<file path="src/logic/soc_pkg.sv">
/*
 * SoC shared definitions
 * Wishbone request and response structs, address views, region codes
 * and register offsets for the boot memory, timer and interrupt controller
 */
package soc_pkg;

    // Bus widths
    localparam int WB_ADR_W = 32;
    localparam int WB_DAT_W = 32;
    localparam int WB_SEL_W = 4;

    localparam int REGION_W = 8;
    localparam int OFFSET_W = WB_ADR_W - REGION_W;

    // Bit 0 timer, bit 1 external pin
    localparam int INT_SRC_W = 2;

    // ----------------------------------------
    // Address map
    // ----------------------------------------
    localparam logic [REGION_W-1:0] REGION_BOOT  = 8'h00;
    localparam logic [REGION_W-1:0] REGION_TIMER = 8'h13;
    localparam logic [REGION_W-1:0] REGION_IC    = 8'h14;

    localparam logic [OFFSET_W-1:0] TIMER_LOAD  = 24'h00;
    localparam logic [OFFSET_W-1:0] TIMER_VALUE = 24'h04;
    localparam logic [OFFSET_W-1:0] TIMER_CTRL  = 24'h08;
    localparam logic [OFFSET_W-1:0] TIMER_CLEAR = 24'h0C;

    localparam logic [OFFSET_W-1:0] IC_STATUS      = 24'h00;
    localparam logic [OFFSET_W-1:0] IC_RAW         = 24'h04;
    localparam logic [OFFSET_W-1:0] IC_IRQ_EN_SET  = 24'h08;
    localparam logic [OFFSET_W-1:0] IC_IRQ_EN_CLR  = 24'h0C;
    localparam logic [OFFSET_W-1:0] IC_FIRQ_EN_SET = 24'h10;
    localparam logic [OFFSET_W-1:0] IC_FIRQ_EN_CLR = 24'h14;

    // ----------------------------------------
    // Bus types
    // ----------------------------------------
    typedef struct packed {
        logic [REGION_W-1:0] region;
        logic [OFFSET_W-1:0] offset;
    } wb_adr_fields_t;

    // Decoder looks at the region, slaves at the offset
    typedef union packed {
        logic [WB_ADR_W-1:0] word;
        wb_adr_fields_t      fields;
    } wb_adr_u;

    typedef struct packed {
        wb_adr_u             adr;
        logic [WB_SEL_W-1:0] sel;
        logic                we;
        logic [WB_DAT_W-1:0] dat;
        logic                cyc;
        logic                stb;
    } wb_req_t;

    typedef struct packed {
        logic [WB_DAT_W-1:0] dat;
        logic                ack;
        logic                err;
    } wb_rsp_t;

endpackage

</file>
<file path="src/logic/wb_decoder.sv">
/*
 * Wishbone address decoder
 * Routes the master strobe to one of three slaves by address region and
 * returns the selected response, or a registered err for unmapped space
 */
`timescale 1ns/1ps

module wb_decoder (
    input  logic             i_clk,
    input  logic             i_rst_n,

    // Master side
    input  soc_pkg::wb_req_t i_wb_req,
    output soc_pkg::wb_rsp_t o_wb_rsp,

    // Slave requests
    output soc_pkg::wb_req_t o_boot_req,
    output soc_pkg::wb_req_t o_timer_req,
    output soc_pkg::wb_req_t o_ic_req,

    // Slave responses
    input  soc_pkg::wb_rsp_t i_boot_rsp,
    input  soc_pkg::wb_rsp_t i_timer_rsp,
    input  soc_pkg::wb_rsp_t i_ic_rsp
);

    logic [soc_pkg::REGION_W-1:0] region;
    logic                         hit_boot;
    logic                         hit_timer;
    logic                         hit_ic;
    logic                         unmapped;
    logic                         err_r;

    assign region    = i_wb_req.adr.fields.region;
    assign hit_boot  = (region == soc_pkg::REGION_BOOT);
    assign hit_timer = (region == soc_pkg::REGION_TIMER);
    assign hit_ic    = (region == soc_pkg::REGION_IC);
    assign unmapped  = ~(hit_boot | hit_timer | hit_ic);

    // ----------------------------------------
    // Strobe routing
    // ----------------------------------------
    always_comb begin
        o_boot_req      = i_wb_req;
        o_timer_req     = i_wb_req;
        o_ic_req        = i_wb_req;
        o_boot_req.stb  = i_wb_req.stb & hit_boot;
        o_timer_req.stb = i_wb_req.stb & hit_timer;
        o_ic_req.stb    = i_wb_req.stb & hit_ic;
    end

    // One cycle err for accesses outside the map
    always_ff @(posedge i_clk or negedge i_rst_n) begin
        if (!i_rst_n) begin
            err_r <= 1'b0;
        end else begin
            err_r <= i_wb_req.cyc & i_wb_req.stb & unmapped & ~err_r;
        end
    end

    // ----------------------------------------
    // Response multiplexer
    // ----------------------------------------
    // Master holds the address until after ack, so the live region selects
    always_comb begin
        case (region)
            soc_pkg::REGION_BOOT: begin
                o_wb_rsp = i_boot_rsp;
            end
            soc_pkg::REGION_TIMER: begin
                o_wb_rsp = i_timer_rsp;
            end
            soc_pkg::REGION_IC: begin
                o_wb_rsp = i_ic_rsp;
            end
            default: begin
                o_wb_rsp.dat = '0;
                o_wb_rsp.ack = 1'b0;
                o_wb_rsp.err = err_r;
            end
        endcase
    end

endmodule

</file>
<file path="config.mk">
export PLATFORM = sky130hd
export DESIGN_NAME = wb_decoder
export DESIGN_NICKNAME = d
export VERILOG_FILES = /design/src/logic/soc_pkg.sv /design/src/logic/wb_decoder.sv
export SDC_FILE = /design/constraint.sdc
export NUM_CORES = 1
export LEC_CHECK = 0
export ABC_CLOCK_PERIOD_IN_PS = 2400
export BUFFER_PORTS_ARGS = -buffer_cell sky130_fd_sc_hd__buf_2
export CELL_PAD_IN_SITES_DETAIL_PLACEMENT = 2
export CELL_PAD_IN_SITES_GLOBAL_PLACEMENT = 2
export CORE_AREA = 5 5 159 161
export DETAILED_ROUTE_END_ITERATION = 6
export DIE_AREA = 0 0 164 166
export PLACE_DENSITY_LB_ADDON = 0.3
export SLEW_MARGIN = 10
export SYNTH_ARGS = -nofsm -noshare
export SYNTH_HDL_FRONTEND = slang
export SYNTH_SLANG_ARGS = --single-unit
</file>
<file path="constraint.sdc">
create_clock -name i_clk -period 2.4 [get_ports i_clk]
set_clock_uncertainty 0.15 [all_clocks]
set_input_delay 0.24 -clock i_clk [delete_from_list [all_inputs] [get_ports i_clk]]
set_output_delay 0.24 -clock i_clk [all_outputs]
set_load 0.1 [all_outputs]
</file>
==> run_results.csv <==
group,metric,value,unit
timing,setup_violations,0,
cells_and_area,num_antenna_cells,0,
worst_setup_path,max_stage_delay,620,ps
worst_setup_path,cp_slowest_cell,"or4_4",
cells_and_area,regMostFlops,"err_r",
global_route,globalRouteTotalUtil,6.289,%
power_and_ir_drop,total_power,0.0004056,W
power_and_ir_drop,switchingPower,0.0002792,W
cells_and_area,reg.largest.list,"err_r: 1 flops",
logic_synthesis,synth_seq_cells,1,
route,vias,1880,
logic_synthesis,synth_seq_area_share,1.031,%
logic_synthesis,syn_area,2426,um^2
worst_setup_path,critPathArrivalTime,1890,ps
power_and_ir_drop,internal_power,0.0001264,W
timing,report.final.slew_viol_count,0,
floorplan,pin_count,422,
worst_setup_path,path_buf_inv,3,
power_and_ir_drop,seq_power_share,4.7,%
worst_setup_path,required,2010,ps
place,place_inst,628,
logic_synthesis,yosysTopAreaCell,"buf_4",
flow_run,drv_cap,0,
logic_synthesis,synth_cell_types,23,
route,dr.pass1.iters,4,
logic_synthesis,synth_top_area_share,66.53,%
power_and_ir_drop,pwr-share-clk,0,%
power_and_ir_drop,pwr-share-comb,95.3,%
floorplan,fp.coreArea,23820,um^2
timing,fmax,0.4386,GHz
worst_setup_path,cp_common_cell,"buf_12",
route,wirelength,9539,um
logic_synthesis,synth_edf_count,0,
logic_synthesis,synth_most_common_cell,"buf_4",
route,drt-vias-per-instance,2.975,
clock_network,insertion_delay,0,ps
worst_setup_path,critPathKind,"in -> out",
power_and_ir_drop,p_per_area,145.2,nW/um^2
route,drc_errors,0,
worst_hold_path,min-delay-path-class,"in -> out",
worst_setup_path,worstPathMaxFanout,36,
timing,tightestPinTransition,497.1,ps
timing,maxSlewHeadroom,67.09,%
route,wl_per_cell,15.09,um
logic_synthesis,async_flop_share,100.0,%
global_route,gr-total-overflow,0,
route,postRouteAntennaNets,0,
global_route,grt_pass1_wl,13770,um
logic_synthesis,yosys_warnings,0,
timing,finalCritPeriodShare,95.00,%
route,drt-initial-drc-count,23,
timing,rsz0062_at_grt,"no",
global_route,antenna_found_initial,1,
logic_synthesis,synthTopCellsByCount,"buf_4, nand2_1, a22oi_1",
logic_synthesis,yosys-top-cells-area,"buf_4, nand2_1, a22oi_1, a22oi_2, buf_6",
logic_synthesis,synth.avg_cell_area,7.032,um^2
place,dp_hpwl,8007,um
logic_synthesis,synth_ff_type,"dfrtp_1",
floorplan,die_h,166,um
worst_setup_path,critPathCaptureType,"output port",
timing,period_needed,2280,ps
power_and_ir_drop,peakVddDrop,0.07764,mV
logic_synthesis,syn_inst,345,
floorplan,rows,57,
floorplan,start_util,10.18,%
place,io_buffers,177,
global_route,grt_pass1_vias,2276,
global_route,grt_max_degree,37,
cells_and_area,nNetsFinal,485,
cells_and_area,largest_reg_flops,1,
cells_and_area,nFillCells,2890,
worst_setup_path,crit_family,"simple AND/OR/NAND/NOR gates",
place,gp_congestion,0.7237,
floorplan,fp.dieW,164,um
outcome,status,"complete, no violations",
cells_and_area,areaGrowthSynthToFinish,15.16,%
power_and_ir_drop,switching_share,68.84,%
timing,fin_tns_setup,0,ps
worst_setup_path,worst_setup_path_start_kind,"primary input",
floorplan,die_area,27220,um^2
cells_and_area,drive_gt1_share,75.97,%
cells_and_area,final_cells,632,
timing,final_hold_viol_count,0,
logic_synthesis,synth_nets,520,
cells_and_area,final_core_util,11.73,%
worst_setup_path,path_cells,"buf_2 -> or4_4 -> nor3_4 -> buf_12 -> nand2_1 -> nand2_2 -> buf_12",
power_and_ir_drop,leakagePower,1.252,nW
==> layout make-up <==
class	instances	area, um^2	share of cell area (%)
inverters	1	3.754	0.1343
multi-input cells	122	808.3	28.93
flip-flops and latches	1	25.02	0.8957
well taps	324	405.4	14.51
repair buffers	184	1551	55.53
==> power groups by stage <==
stage	Sequential, W	Clock [W]	Combinational, W
6_report	0.0000192	0	0.000386
3_3_place_gp	0.0000191	0	0.000383
3_5_place_dp	0.0000192	0	0.000389
5_1_grt	0.0000194	0	0.000404
4_1_cts	0.0000192	0	0.000391
2_1_floorplan	0.0000188	0	0.00171
==> repair_timing <==
action / 4_1_cts / 5_1_grt
buffers inserted: 0 / 2
hold endpoints to repair: 1 / 0
endpoints found under the setup margin: 0 / 1
hold buffers: 1 / 0
resized for setup: 0 / 0
==> kinds of logic after synthesis <==
logic type,after synthesis,share of synthesized area [%]
AOI/OAI and AO/OA,39,13.77
and+or+nand+nor,83,16.04
buffers and inverters,222,69.16
DFF,1,1.031
==> worst paths after layout <==
kind                         startpoint               to  slack [ps]  cells past startpoint
min in group asynchronous       i_rst_n            err_r         410                      2
max                        i_wb_req[68]     o_wb_rsp[30]         120                      7
min reg2reg                       err_r            err_r         340                      1
max reg2reg                       err_r            err_r        1460                      1
min                        i_wb_req[12]  o_timer_req[12]         330                      0
max in group asynchronous       i_rst_n            err_r        1600                      2
==> metal layers <==
| layer | vias up | track usage, % | routed length, um | part of all wire [%] |
|---|---|---|---|---|
| met5 | - | 0 | 8 | 0.084 |
| met4 | 2 | 3.611 | 602 | 6.3 |
| li1 | 829 | - | - | - |
| met1 | 832 | 5.812 | 2873 | 30 |
| met2 | 131 | 10.80 | 4695 | 49 |
| met3 | 86 | 3.524 | 1359 | 14 |
==> layout by cell type (no fill, tap or decap) <==
master,netlist,layout
o21ai_0,2,2
a32o_2,0,1
inv_1,1,1
nor2_1,1,1
nand2_1,68,35
buf_4,215,2
dlygate4sd3_1,0,1
or4b_2,1,1
nor4_1,1,1
buf_2,0,140
a22oi_2,9,9
nor2b_1,1,1
or2_2,2,2
and2_2,0,1
or4_4,1,1
a211o_1,1,1
a21oi_1,1,1
nand2_2,0,33
clkbuf_16,0,1
nor4b_1,1,1
o21bai_1,1,1
dfrtp_1,1,1
nand3b_1,1,1
a22oi_1,24,24
buf_12,0,40
and2_1,3,2
nor3_4,3,3
==> through the flow <==
stage,worst slack [ps],hold slack [ps],cell area [um^2]
global route,29.66,330.4,2794
CTS,31.83,331.3,2754
global placement,88.90,-133.5,2744
finish,120.0,330.1,2794
detailed placement,26.57,-126.3,2744
floorplan,10.28,-205.6,2511
Note: power is estimated with default switching activity, not from simulation.
