$ cat config.mk
export PLATFORM = sky130hd
export DESIGN_NAME = timer_module
export DESIGN_NICKNAME = d
export VERILOG_FILES = /design/src/logic/soc_pkg.sv /design/src/logic/timer_module.sv
export SDC_FILE = /design/constraint.sdc
export NUM_CORES = 1
export LEC_CHECK = 0
export BUFFER_PORTS_ARGS = -buffer_cell sky130_fd_sc_hd__buf_4
export CORE_UTILIZATION = 35
export DETAILED_ROUTE_END_ITERATION = 7
export GPL_ROUTABILITY_DRIVEN = 0
export GPL_TIMING_DRIVEN = 0
export MAX_ROUTING_LAYER = met4
export REMOVE_ABC_BUFFERS = 1
export SLEW_MARGIN = 30
export SYNTH_ARGS = -nofsm -noshare
export SYNTH_HDL_FRONTEND = slang
export SYNTH_SLANG_ARGS = --single-unit
$ cat constraint.sdc
create_clock -name i_clk -period 6.9 [get_ports i_clk]
set_input_delay 1.035 -clock i_clk [delete_from_list [all_inputs] [get_ports i_clk]]
set_output_delay 1.035 -clock i_clk [all_outputs]
set_load 0.005 [all_outputs]
$ cat src/logic/soc_pkg.sv
/*
 * SoC shared definitions
 * Wishbone request and response structs, address views, region codes
 * and register offsets for the boot memory, timer and interrupt controller
 */
package soc_pkg;

    // Bus widths
    localparam int WB_ADR_W = 32;
    localparam int WB_DAT_W = 32;
    localparam int WB_SEL_W = 4;

    localparam int REGION_W = 8;
    localparam int OFFSET_W = WB_ADR_W - REGION_W;

    // Bit 0 timer, bit 1 external pin
    localparam int INT_SRC_W = 2;

    // ----------------------------------------
    // Address map
    // ----------------------------------------
    localparam logic [REGION_W-1:0] REGION_BOOT  = 8'h00;
    localparam logic [REGION_W-1:0] REGION_TIMER = 8'h13;
    localparam logic [REGION_W-1:0] REGION_IC    = 8'h14;

    localparam logic [OFFSET_W-1:0] TIMER_LOAD  = 24'h00;
    localparam logic [OFFSET_W-1:0] TIMER_VALUE = 24'h04;
    localparam logic [OFFSET_W-1:0] TIMER_CTRL  = 24'h08;
    localparam logic [OFFSET_W-1:0] TIMER_CLEAR = 24'h0C;

    localparam logic [OFFSET_W-1:0] IC_STATUS      = 24'h00;
    localparam logic [OFFSET_W-1:0] IC_RAW         = 24'h04;
    localparam logic [OFFSET_W-1:0] IC_IRQ_EN_SET  = 24'h08;
    localparam logic [OFFSET_W-1:0] IC_IRQ_EN_CLR  = 24'h0C;
    localparam logic [OFFSET_W-1:0] IC_FIRQ_EN_SET = 24'h10;
    localparam logic [OFFSET_W-1:0] IC_FIRQ_EN_CLR = 24'h14;

    // ----------------------------------------
    // Bus types
    // ----------------------------------------
    typedef struct packed {
        logic [REGION_W-1:0] region;
        logic [OFFSET_W-1:0] offset;
    } wb_adr_fields_t;

    // Decoder looks at the region, slaves at the offset
    typedef union packed {
        logic [WB_ADR_W-1:0] word;
        wb_adr_fields_t      fields;
    } wb_adr_u;

    typedef struct packed {
        wb_adr_u             adr;
        logic [WB_SEL_W-1:0] sel;
        logic                we;
        logic [WB_DAT_W-1:0] dat;
        logic                cyc;
        logic                stb;
    } wb_req_t;

    typedef struct packed {
        logic [WB_DAT_W-1:0] dat;
        logic                ack;
        logic                err;
    } wb_rsp_t;

endpackage

$ cat src/logic/timer_module.sv
/*
 * Reloading down counter timer
 * Counts down once per cycle while enabled, reloads on zero and latches
 * an interrupt flag that software drops through the clear register
 */
`timescale 1ns/1ps

module timer_module (
    input  logic             i_clk,
    input  logic             i_rst_n,
    input  soc_pkg::wb_req_t i_wb_req,
    output soc_pkg::wb_rsp_t o_wb_rsp,
    output logic             o_timer_int
);

    logic [soc_pkg::OFFSET_W-1:0] offset;
    logic                         start;
    logic                         wr_en;
    logic                         rd_en;
    logic                         load_wr;
    logic                         wrap;
    logic                         ack_r;

    logic [soc_pkg::WB_DAT_W-1:0] load_r;
    logic [soc_pkg::WB_DAT_W-1:0] value_r;
    logic [soc_pkg::WB_DAT_W-1:0] ctrl_r;
    logic                         flag_r;
    logic [soc_pkg::WB_DAT_W-1:0] rdata_r;

    assign offset  = i_wb_req.adr.fields.offset;
    assign start   = i_wb_req.cyc & i_wb_req.stb & ~ack_r;
    assign wr_en   = start & i_wb_req.we;
    assign rd_en   = start & ~i_wb_req.we;
    assign load_wr = wr_en & (offset == soc_pkg::TIMER_LOAD);

    // Ctrl bit 0 enables counting
    assign wrap = ctrl_r[0] & (value_r == '0) & ~load_wr;

    always_ff @(posedge i_clk or negedge i_rst_n) begin
        if (!i_rst_n) begin
            ack_r <= 1'b0;
        end else begin
            ack_r <= start;
        end
    end

    // ----------------------------------------
    // Registers and counter
    // ----------------------------------------
    always_ff @(posedge i_clk or negedge i_rst_n) begin
        if (!i_rst_n) begin
            load_r  <= '0;
            value_r <= '0;
            ctrl_r  <= '0;
        end else begin
            if (wr_en && offset == soc_pkg::TIMER_CTRL) begin
                ctrl_r <= i_wb_req.dat;
            end
            // New load value restarts the count straight away
            if (load_wr) begin
                load_r  <= i_wb_req.dat;
                value_r <= i_wb_req.dat;
            end else if (wrap) begin
                value_r <= load_r;
            end else if (ctrl_r[0]) begin
                value_r <= value_r - 1'b1;
            end
        end
    end

    // Wrap wins over a clear in the same cycle so no event is lost
    always_ff @(posedge i_clk or negedge i_rst_n) begin
        if (!i_rst_n) begin
            flag_r <= 1'b0;
        end else if (wrap) begin
            flag_r <= 1'b1;
        end else if (wr_en && offset == soc_pkg::TIMER_CLEAR) begin
            flag_r <= 1'b0;
        end
    end

    always_ff @(posedge i_clk) begin
        if (rd_en) begin
            case (offset)
                soc_pkg::TIMER_LOAD:  rdata_r <= load_r;
                soc_pkg::TIMER_VALUE: rdata_r <= value_r;
                soc_pkg::TIMER_CTRL:  rdata_r <= ctrl_r;
                default:              rdata_r <= '0;
            endcase
        end
    end

    assign o_wb_rsp.dat = rdata_r;
    assign o_wb_rsp.ack = ack_r;
    assign o_wb_rsp.err = 1'b0;
    assign o_timer_int  = flag_r;

endmodule

==> results.py <==
metrics = {
    "min_path": {
        "min_from": "load_r[26]",
        "hp-class": "flop to flop",
        "min_to": "load_r[26]",
        "whs_path_depth": 2,
    },
    "worst_setup_path": {
        "timing.rr.end": "value_r[30]",
        "path_max_fanout": 8,
        "crit_type": "primary input to flop",
        "rr_worst_depth": 6,
        "cp-start-kind": "primary input",
        "arrival_ps": 3820,
        "cp_slowest_cell": "o31ai_2",
        "reg2reg_setup_slack_ps": 3620,
        "critPathMostFrequentCell": "or4_1",
        "cpPeakStageDelay_ps": 800,
        "cp_cell_sequence": "buf_4, or4_1, or4_1, o31ai_2, nor2_1, a32oi_1",
        "endpoint_kind": "flop",
        "required_ps": 7240,
        "rr_startpoint": "value_r[9]",
    },
    "grt": {
        "grt-ovfl-total": 0,
        "grt_antenna_before_repair": 0,
        "grt_usage": 0.208,
        "grt_max_degree": 99,
        "grt_pass1_vias": 5458,
        "grt_pass1_wl_um": 28400,
    },
    "route": {
        "dr.first_iter.drc_count": 475,
        "vias": 5208,
        "drc": 0,
        "via_per_inst": 5.59,
        "post_drt_wl_per_cell_um": 18.7,
        "dr.pass1.iters": 7,
        "ant_nets": 0,
        "wirelength_um": 17400,
    },
    "pwr": {
        "peakVddDrop_uv": 171,
        "power_density_mw_per_mm2": 220,
        "total_power_mw": 1.75,
        "power_leakage_nw": 3.81,
    },
    "place": {
        "dp.cells": 900,
        "dpl.hpwl_um": 11400,
        "placed_area_mm2": 0.00736,
        "pre_cts_ws_ps": 2990,
        "port_buffers": 94,
    },
    "floorplanning": {
        "io-pin-count": 108,
        "coreArea_mm2": 0.0175,
        "die_h_um": 136,
        "dieArea_mm2": 0.0186,
        "initial_core_util": 0.361,
        "core.rowCount": 48,
        "fp.dieW_um": 136,
    },
    "cts": {
        "clk_latency_ps": 420,
        "cts_tree": "yes",
        "clockBufferDepth": 2,
        "ctsResizeCount": 0,
        "clock-sinks": 130,
        "clk_pin_slew_ps": 60,
        "ctsHoldBuffers": 0,
        "post-cts-setup-buffer-count": 0,
        "cts_buffers": 17,
        "htreeDepth": 4,
        "cts_root_buffer": "clkbuf_16",
    },
    "sta": {
        "slew_violations": 0,
        "max_slew_margin": 0.429,
        "finalSetupTns_ps": 0,
        "max_clock_freq_mhz": 287,
        "tightest_slew_ps": 852,
        "fin_crit_sh": 0.505,
        "fin_worst_skew_ps": 9.14,
        "period_needed_ps": 3490,
        "finalSetupViolCount": 0,
        "rsz0062_at_grt": "false",
        "fin_ws_ps": 3410,
        "finalHoldViolCount": 0,
        "hold_slack_ps": 503,
    },
    "final_layout": {
        "stdcell_count": 932,
        "area_growth_pct": 25.8,
        "drive_gt1_frac": 0.262,
        "final_common_cell": "nand2_1",
        "n_fill_cell": 1639,
        "fin_area_mm2": 0.00795,
        "diodes": 0,
        "finish.utilization": 0.455,
        "nets": 768,
        "layout_common_cells": "114 x nand2_1, 101 x buf_4, 97 x dfrtp_1, 39 x inv_1, 34 x mux2_2",
    },
    "synthesis": {
        "netlist_area_mm2": 0.00631,
        "synth_xor_area_frac": 0.00832,
        "avgSynthCellArea_um2": 10.3,
        "synth_top_family_by_area": "simple AND/OR/NAND/NOR gates",
        "yosys.area_share.adder": 0.00198,
        "synth_mux_area_frac": 0.0662,
        "ys_top_cells_by_area": "dfrtp_1 39%, edfxtp_1 15%, nand2_1 6.8%",
        "synthSimpleGateAreaFrac": 0.173,
        "yosysSeqAreaShare": 0.541,
        "yosysUniqueCellTypes": 63,
        "ys_warn_count": 0,
        "synth_compound_area_frac": 0.154,
        "synthArstFlopShare": 0.754,
        "yosysTopAreaCell": "dfrtp_1",
        "synth_edf_count": 32,
        "synth.top_cell.area_share": 0.388,
        "synthFlopType": "dfrtp_1",
        "ys_seq_elements": 130,
        "postSynthCellCount": 611,
    },
    "run_status": {
        "status": "finished clean",
    },
    "flow_run": {
        "maxCapViolations": 0,
    },
}
-- registers in the layout, indices dropped and copies added (netlist names) --
name         flops
o_timer_int      1
ack_r            1
value_r         32
load_r          32
ctrl_r          32
rdata_r         32
-- cell families after synthesis --
family                   Yosys count
AO/OA/AOI/OAI                    125
XOR/XNOR                           6
adder cells (fa/ha/maj)            1
buffers and inverters             83
flip-flops                       130
multiplexers                      37
other                              1
AND/OR/NAND/NOR                  228
-- Yosys cell counts, types with 3 or more instances --
cell and n:
a211o_1 3, a222oi_1 32, clkbuf_1 32, nand4_1 3
o21a_1 6, o211ai_1 4, inv_1 39, nor4_1 11
nor2_1 35, mux2_2 34, o21ai_0 18, buf_6 3
a21oi_1 13, nand3_1 4, o31a_1 5, nand2_1 114
edfxtp_1 32, dfrtp_1 98, or3_1 16, nor3_1 15
buf_2 7, a21o_1 3, or4_1 15, o31ai_1 3
o22ai_1 3, xnor2_1 4, o221ai_1 7, a22oi_1 6
-- where the power goes --
group	switching (mW)	total, mW	internal (mW)
combinational	0.0278	0.0565	0.0287
clock	0.327	0.898	0.572
sequential	0.00137	0.792	0.791
total	0.356	1.75	1.39
-- area by class of cell --
cell class              count  area [um^2]  share of cell area
clock inverters            12          139              0.0175
inverters                  39          146              0.0184
flip-flops and latches    130         3410               0.430
clock buffers              20          447              0.0562
multi-input cells         398         2610               0.329
repair buffers            108          905               0.114
well taps                 225          282              0.0354
-- how the worst max path moves through the flow --
stage	from	to	slack, ps	depth (start not counted)
global route	i_wb_req[40]	value_r[14]	3340	6
finish	i_wb_req[52]	value_r[19]	3410	6
CTS	i_wb_req[40]	value_r[19]	3440	6
global placement	i_wb_req[56]	ctrl_r[18]	-40	5
floorplan	i_wb_req[56]	ctrl_r[10]	2020	4
detailed placement	i_wb_req[52]	value_r[19]	2990	6
-- critical path: cells and delay by family --
kind,cells,cell delay [ps]
buffers and inverters,1,100
AOI/OAI and AO/OA,2,1080
and+or+nand+nor,3,1600
-- layer usage --
layer / global-route usage / vias to the layer above / share of wire
met1: 0.246 / 2586 / 0.42
met5: - / - / 0
met3: 0.0440 / 25 / 0.050
met4: 0.0778 / 0 / 0.017
li1: - / 2422 / -
met2: 0.346 / 175 / 0.51
(Power assumes the default switching activity.)
