`src/logic/soc_pkg.sv`:
```
/*
 * SoC shared definitions
 * Wishbone request and response structs, address views, region codes
 * and register offsets for the boot memory, timer and interrupt controller
 */
package soc_pkg;

    // Bus widths
    localparam int WB_ADR_W = 32;
    localparam int WB_DAT_W = 32;
    localparam int WB_SEL_W = 4;

    localparam int REGION_W = 8;
    localparam int OFFSET_W = WB_ADR_W - REGION_W;

    // Bit 0 timer, bit 1 external pin
    localparam int INT_SRC_W = 2;

    // ----------------------------------------
    // Address map
    // ----------------------------------------
    localparam logic [REGION_W-1:0] REGION_BOOT  = 8'h00;
    localparam logic [REGION_W-1:0] REGION_TIMER = 8'h13;
    localparam logic [REGION_W-1:0] REGION_IC    = 8'h14;

    localparam logic [OFFSET_W-1:0] TIMER_LOAD  = 24'h00;
    localparam logic [OFFSET_W-1:0] TIMER_VALUE = 24'h04;
    localparam logic [OFFSET_W-1:0] TIMER_CTRL  = 24'h08;
    localparam logic [OFFSET_W-1:0] TIMER_CLEAR = 24'h0C;

    localparam logic [OFFSET_W-1:0] IC_STATUS      = 24'h00;
    localparam logic [OFFSET_W-1:0] IC_RAW         = 24'h04;
    localparam logic [OFFSET_W-1:0] IC_IRQ_EN_SET  = 24'h08;
    localparam logic [OFFSET_W-1:0] IC_IRQ_EN_CLR  = 24'h0C;
    localparam logic [OFFSET_W-1:0] IC_FIRQ_EN_SET = 24'h10;
    localparam logic [OFFSET_W-1:0] IC_FIRQ_EN_CLR = 24'h14;

    // ----------------------------------------
    // Bus types
    // ----------------------------------------
    typedef struct packed {
        logic [REGION_W-1:0] region;
        logic [OFFSET_W-1:0] offset;
    } wb_adr_fields_t;

    // Decoder looks at the region, slaves at the offset
    typedef union packed {
        logic [WB_ADR_W-1:0] word;
        wb_adr_fields_t      fields;
    } wb_adr_u;

    typedef struct packed {
        wb_adr_u             adr;
        logic [WB_SEL_W-1:0] sel;
        logic                we;
        logic [WB_DAT_W-1:0] dat;
        logic                cyc;
        logic                stb;
    } wb_req_t;

    typedef struct packed {
        logic [WB_DAT_W-1:0] dat;
        logic                ack;
        logic                err;
    } wb_rsp_t;

endpackage

```
`src/logic/interrupt_controller.sv`:
```
/*
 * Interrupt controller
 * Registers the timer and external sources and drives irq and firq
 * through separate enable masks with set and clear access
 */
`timescale 1ns/1ps

module interrupt_controller (
    input  logic             i_clk,
    input  logic             i_rst_n,
    input  soc_pkg::wb_req_t i_wb_req,
    output soc_pkg::wb_rsp_t o_wb_rsp,
    input  logic             i_timer_int,
    input  logic             i_ext_irq,
    output logic             o_irq,
    output logic             o_firq
);

    logic [soc_pkg::OFFSET_W-1:0]  offset;
    logic                          start;
    logic                          wr_en;
    logic                          rd_en;
    logic                          ack_r;
    logic [soc_pkg::INT_SRC_W-1:0] wr_bits;

    logic [soc_pkg::INT_SRC_W-1:0] raw_r;
    logic [soc_pkg::INT_SRC_W-1:0] irq_en_r;
    logic [soc_pkg::INT_SRC_W-1:0] firq_en_r;
    logic [soc_pkg::WB_DAT_W-1:0]  rd_word;
    logic [soc_pkg::WB_DAT_W-1:0]  rdata_r;

    assign offset  = i_wb_req.adr.fields.offset;
    assign start   = i_wb_req.cyc & i_wb_req.stb & ~ack_r;
    assign wr_en   = start & i_wb_req.we;
    assign rd_en   = start & ~i_wb_req.we;
    assign wr_bits = i_wb_req.dat[soc_pkg::INT_SRC_W-1:0];

    always_ff @(posedge i_clk or negedge i_rst_n) begin
        if (!i_rst_n) begin
            ack_r <= 1'b0;
        end else begin
            ack_r <= start;
        end
    end

    // ----------------------------------------
    // Source capture and enable masks
    // ----------------------------------------
    always_ff @(posedge i_clk or negedge i_rst_n) begin
        if (!i_rst_n) begin
            raw_r     <= '0;
            irq_en_r  <= '0;
            firq_en_r <= '0;
        end else begin
            raw_r <= {i_ext_irq, i_timer_int};
            if (wr_en) begin
                case (offset)
                    soc_pkg::IC_IRQ_EN_SET:  irq_en_r  <= irq_en_r | wr_bits;
                    soc_pkg::IC_IRQ_EN_CLR:  irq_en_r  <= irq_en_r & ~wr_bits;
                    soc_pkg::IC_FIRQ_EN_SET: firq_en_r <= firq_en_r | wr_bits;
                    soc_pkg::IC_FIRQ_EN_CLR: firq_en_r <= firq_en_r & ~wr_bits;
                    default: ;
                endcase
            end
        end
    end

    // Set offsets read back the live mask
    always_comb begin
        rd_word = '0;
        case (offset)
            soc_pkg::IC_STATUS:      rd_word[soc_pkg::INT_SRC_W-1:0] = raw_r & irq_en_r;
            soc_pkg::IC_RAW:         rd_word[soc_pkg::INT_SRC_W-1:0] = raw_r;
            soc_pkg::IC_IRQ_EN_SET:  rd_word[soc_pkg::INT_SRC_W-1:0] = irq_en_r;
            soc_pkg::IC_FIRQ_EN_SET: rd_word[soc_pkg::INT_SRC_W-1:0] = firq_en_r;
            default:                 rd_word = '0;
        endcase
    end

    always_ff @(posedge i_clk) begin
        if (rd_en) begin
            rdata_r <= rd_word;
        end
    end

    assign o_wb_rsp.dat = rdata_r;
    assign o_wb_rsp.ack = ack_r;
    assign o_wb_rsp.err = 1'b0;

    assign o_irq  = |(raw_r & irq_en_r);
    assign o_firq = |(raw_r & firq_en_r);

endmodule

```
`config.mk`:
```
export PLATFORM = sky130hd
export DESIGN_NAME = interrupt_controller
export DESIGN_NICKNAME = d
export VERILOG_FILES = /design/src/logic/soc_pkg.sv /design/src/logic/interrupt_controller.sv
export SDC_FILE = /design/constraint.sdc
export NUM_CORES = 1
export LEC_CHECK = 0
export ABC_AREA = 1
export BUFFER_PORTS_ARGS = -buffer_cell sky130_fd_sc_hd__buf_4
export CORE_MARGIN = 2
export CORE_UTILIZATION = 35
export CTS_CLUSTER_DIAMETER = 150
export CTS_CLUSTER_SIZE = 20
export DETAILED_ROUTE_END_ITERATION = 8
export PLACE_DENSITY = 0.86
export SLEW_MARGIN = 0
export SYNTH_ARGS = -nofsm -noshare
export SYNTH_HDL_FRONTEND = slang
export SYNTH_SLANG_ARGS = --single-unit
```
`constraint.sdc`:
```
create_clock -name i_clk -period 2.4 [get_ports i_clk]
set_input_delay 0.12 -clock i_clk [delete_from_list [all_inputs] [get_ports i_clk]]
set_output_delay 0.12 -clock i_clk [all_outputs]
set_load 0.05 [all_outputs]
```
==> results.sh <==
export IMPL_hp_start="i_wb_req[1]"
export IMPL_leakage_nw=0.630
export IMPL_drt_initial_drc_count=14
export IMPL_status="completed"
export IMPL_cap_violations=0
export IMPL_met1_usage_pct=14.3
export IMPL_wl_mm=1.68
export IMPL_path_cells="nor2_1 > nand2_1 > nor2_1 > nand3_1 > nand2_1 > nand2_1"
export IMPL_root_buffer="clkbuf_4"
export IMPL_reg2reg_depth=6
export IMPL_grt_pass1_wl_mm=2.86
export IMPL_grt_busiest_layer="met2"
export IMPL_ioPinCount=111
export IMPL_cts_tree="done"
export IMPL_fillers=260
export IMPL_min_to="ack_r"
export IMPL_grt_max_degree=9
export IMPL_cts_hold_buf=3
export IMPL_htreeDepth=1
export IMPL_yosys_cell_count_top_type="buf_4"
export IMPL_drc=0
export IMPL_critPathBufInv=0
export IMPL_hpwl_mm=1.45
export IMPL_grt_pass1_vias=779
export IMPL_cts_resized=0
export IMPL_io_buffers=37
export IMPL_wl_per_cell_um=8.13
export IMPL_slowest_delay_ps=390
export IMPL_hold_class="input pin to flip-flop"
export IMPL_dp_cells=200
export IMPL_cts_buffers=3
export IMPL_end_kind="flip-flop"
export IMPL_via_per_inst=4.22
export IMPL_grt_ovfl_total=0
export IMPL_drv_slew=0
export IMPL_drtPass1Iterations=4
export IMPL_rsz0062_at_grt="false"
export IMPL_cts_sinks=9
export IMPL_multi_input_area_um2=479
export IMPL_seq_area_frac_synth_pct=26.5
export IMPL_met2_usage_pct=24.1
export IMPL_r2r_slack_ps=1090
export IMPL_path_delay_family="simple AND/OR/NAND/NOR gates"
export IMPL_nets=253
export IMPL_syn_avg_cell_area_um2=6.57
export IMPL_critical_path_class="flip-flop to flip-flop"
export IMPL_cp_start_kind="flip-flop"
export IMPL_fin_tns_setup_ps=0
export IMPL_clk_pin_slew_ps=60
export IMPL_placementRows=18
export IMPL_cp_data_arrival_time_ps=1450
export IMPL_final_seq_area_um2=235
export IMPL_min_period_over_period_pct=54.8
export IMPL_min_delay_path_depth=3
export IMPL_area_delta_synth_final_pct=27.5
export IMPL_period_minus_slack_ps=1310
export IMPL_start_util_pct=36.5
export IMPL_synth_main_ff_cell="dfrtp_1"
export IMPL_final_cells=207
export IMPL_num_vias=873
export IMPL_die_area_um2=2950
export IMPL_regToRegStartpoint="ack_r"
export IMPL_final_hold_viol_count=0
export IMPL_cts_buffer_depth=2
export IMPL_synthesis_instances=135
export IMPL_synth_commonest_cells="buf_4, nand2_1, nor2_1"
export IMPL_die_w_um=54.3
export IMPL_die_height_um=54.3
export IMPL_antenna_found_initial=0
export IMPL_required_ps=2540
export IMPL_ys_top_cells_by_area="buf_4, dfrtp_1, nand2_1"
export IMPL_drive_gt1_share_pct=25.4
export IMPL_max_vdd_ir_drop_v=0.000306
export IMPL_cpMostUsedCell="nand2_1"
export IMPL_antenna_cells=0
export IMPL_fmax_mhz=761
export IMPL_synth_edff_count=2
export IMPL_clk_latency_ps=260
export IMPL_use_met3_pct=3.83
export IMPL_yosysTopAreaCell="buf_4"
export IMPL_gp_congestion=0.782
export IMPL_setup_viol_count_final=0
export IMPL_synth_top_cell_area_share_pct=27.1
export IMPL_powerDensity_nw_per_um2=403
export IMPL_yosysWarningCount=0
export IMPL_finalClockSkew_ps=9.59
export IMPL_ys_ff_latch=9
export IMPL_synth_cell_area_um2=887
export IMPL_cp_slowest_cell="dfrtp_1"
export IMPL_postCtsSetupRepairBufs=0
export IMPL_drtAntennaViolNets=0
export IMPL_core_um2=2430
export IMPL_synth_distinct_cells=13
export IMPL_track_usage_pct=13.1
export IMPL_hold_ws_ps=129
export IMPL_async_flop_share_pct=77.8
export IMPL_worstPathMaxFanout=8
final cells by class:
type                    count  area share (%)
flip-flops and latches      9            20.8
multi-input cells         112            42.4
well taps                  30            3.32
clock buffers               4            2.32
repair buffers             40            27.2
inverters                  12            3.98
kinds of logic after synthesis:
| logic type | Yosys count | synth area share [%] |
|---|---|---|
| AND/OR/NAND/NOR | 79 | 38.9 |
| buffers and inverters | 44 | 32.2 |
| flip-flops | 9 | 26.5 |
| AO/OA/AOI/OAI | 2 | 1.97 |
| other | 1 | 0.423 |
stage by stage:
stage	power, mW	util, %	setup slack (ps)	area, µm²
2_1_floorplan	0.333	-	1260	1000
3_3_place_gp	0.341	44.2	1130	1070
3_5_place_dp	0.343	44.2	1090	1070
4_1_cts	0.458	46.5	1070	1130
5_1_grt	0.485	46.5	918	1130
6_report	0.456	46.5	1090	1130
worst register-to-register path, delay by kind of cell (launching register included):
| kind | cells | cell delay, ps |
|---|---|---|
| flops | 1 | 390 |
| simple gates | 6 | 810 |
placed cells by master, fill, tap and decap left out:
cell type      count
nor2_1            26
buf_4             37
nor2_4             2
nand4_1            6
conb_1            31
nand3_1           13
inv_1             10
a22o_1             2
inv_2              2
clkbuf_4           3
clkbuf_1           1
dfrtp_1            7
edfxtp_1           2
nand2_1           31
dlygate4sd3_1      3
nor2_2             1
per-layer routing:
metal / routed length, µm / vias up / share of wire, %
met5: 0 / - / 0
met4: 36 / 0 / 2.1
met3: 153 / 4 / 9.1
met2: 867 / 49 / 52
met1: 625 / 375 / 37
li1: - / 445 / -
where the power goes:
group | switching, mW | total, mW | internal [mW] | leakage (nW)
combinational | 0.138 | 0.182 | 0.0440 | 0.507
clock | 0.0473 | 0.111 | 0.0637 | 0.0150
sequential | 0.00271 | 0.163 | 0.160 | 0.108
total | 0.188 | 0.456 | 0.268 | 0.630
worst max path at each step:
stage | startpoint | end | depth (start not counted)
after CTS | ack_r | flip-flop | 6
after global routing | ack_r | flip-flop | 6
final | ack_r | flip-flop | 6
after detailed placement | ack_r | flip-flop | 6
after global placement | ack_r | flip-flop | 6
after floorplan | ack_r | flip-flop | 6
Power figures use the tool's default switching activity.
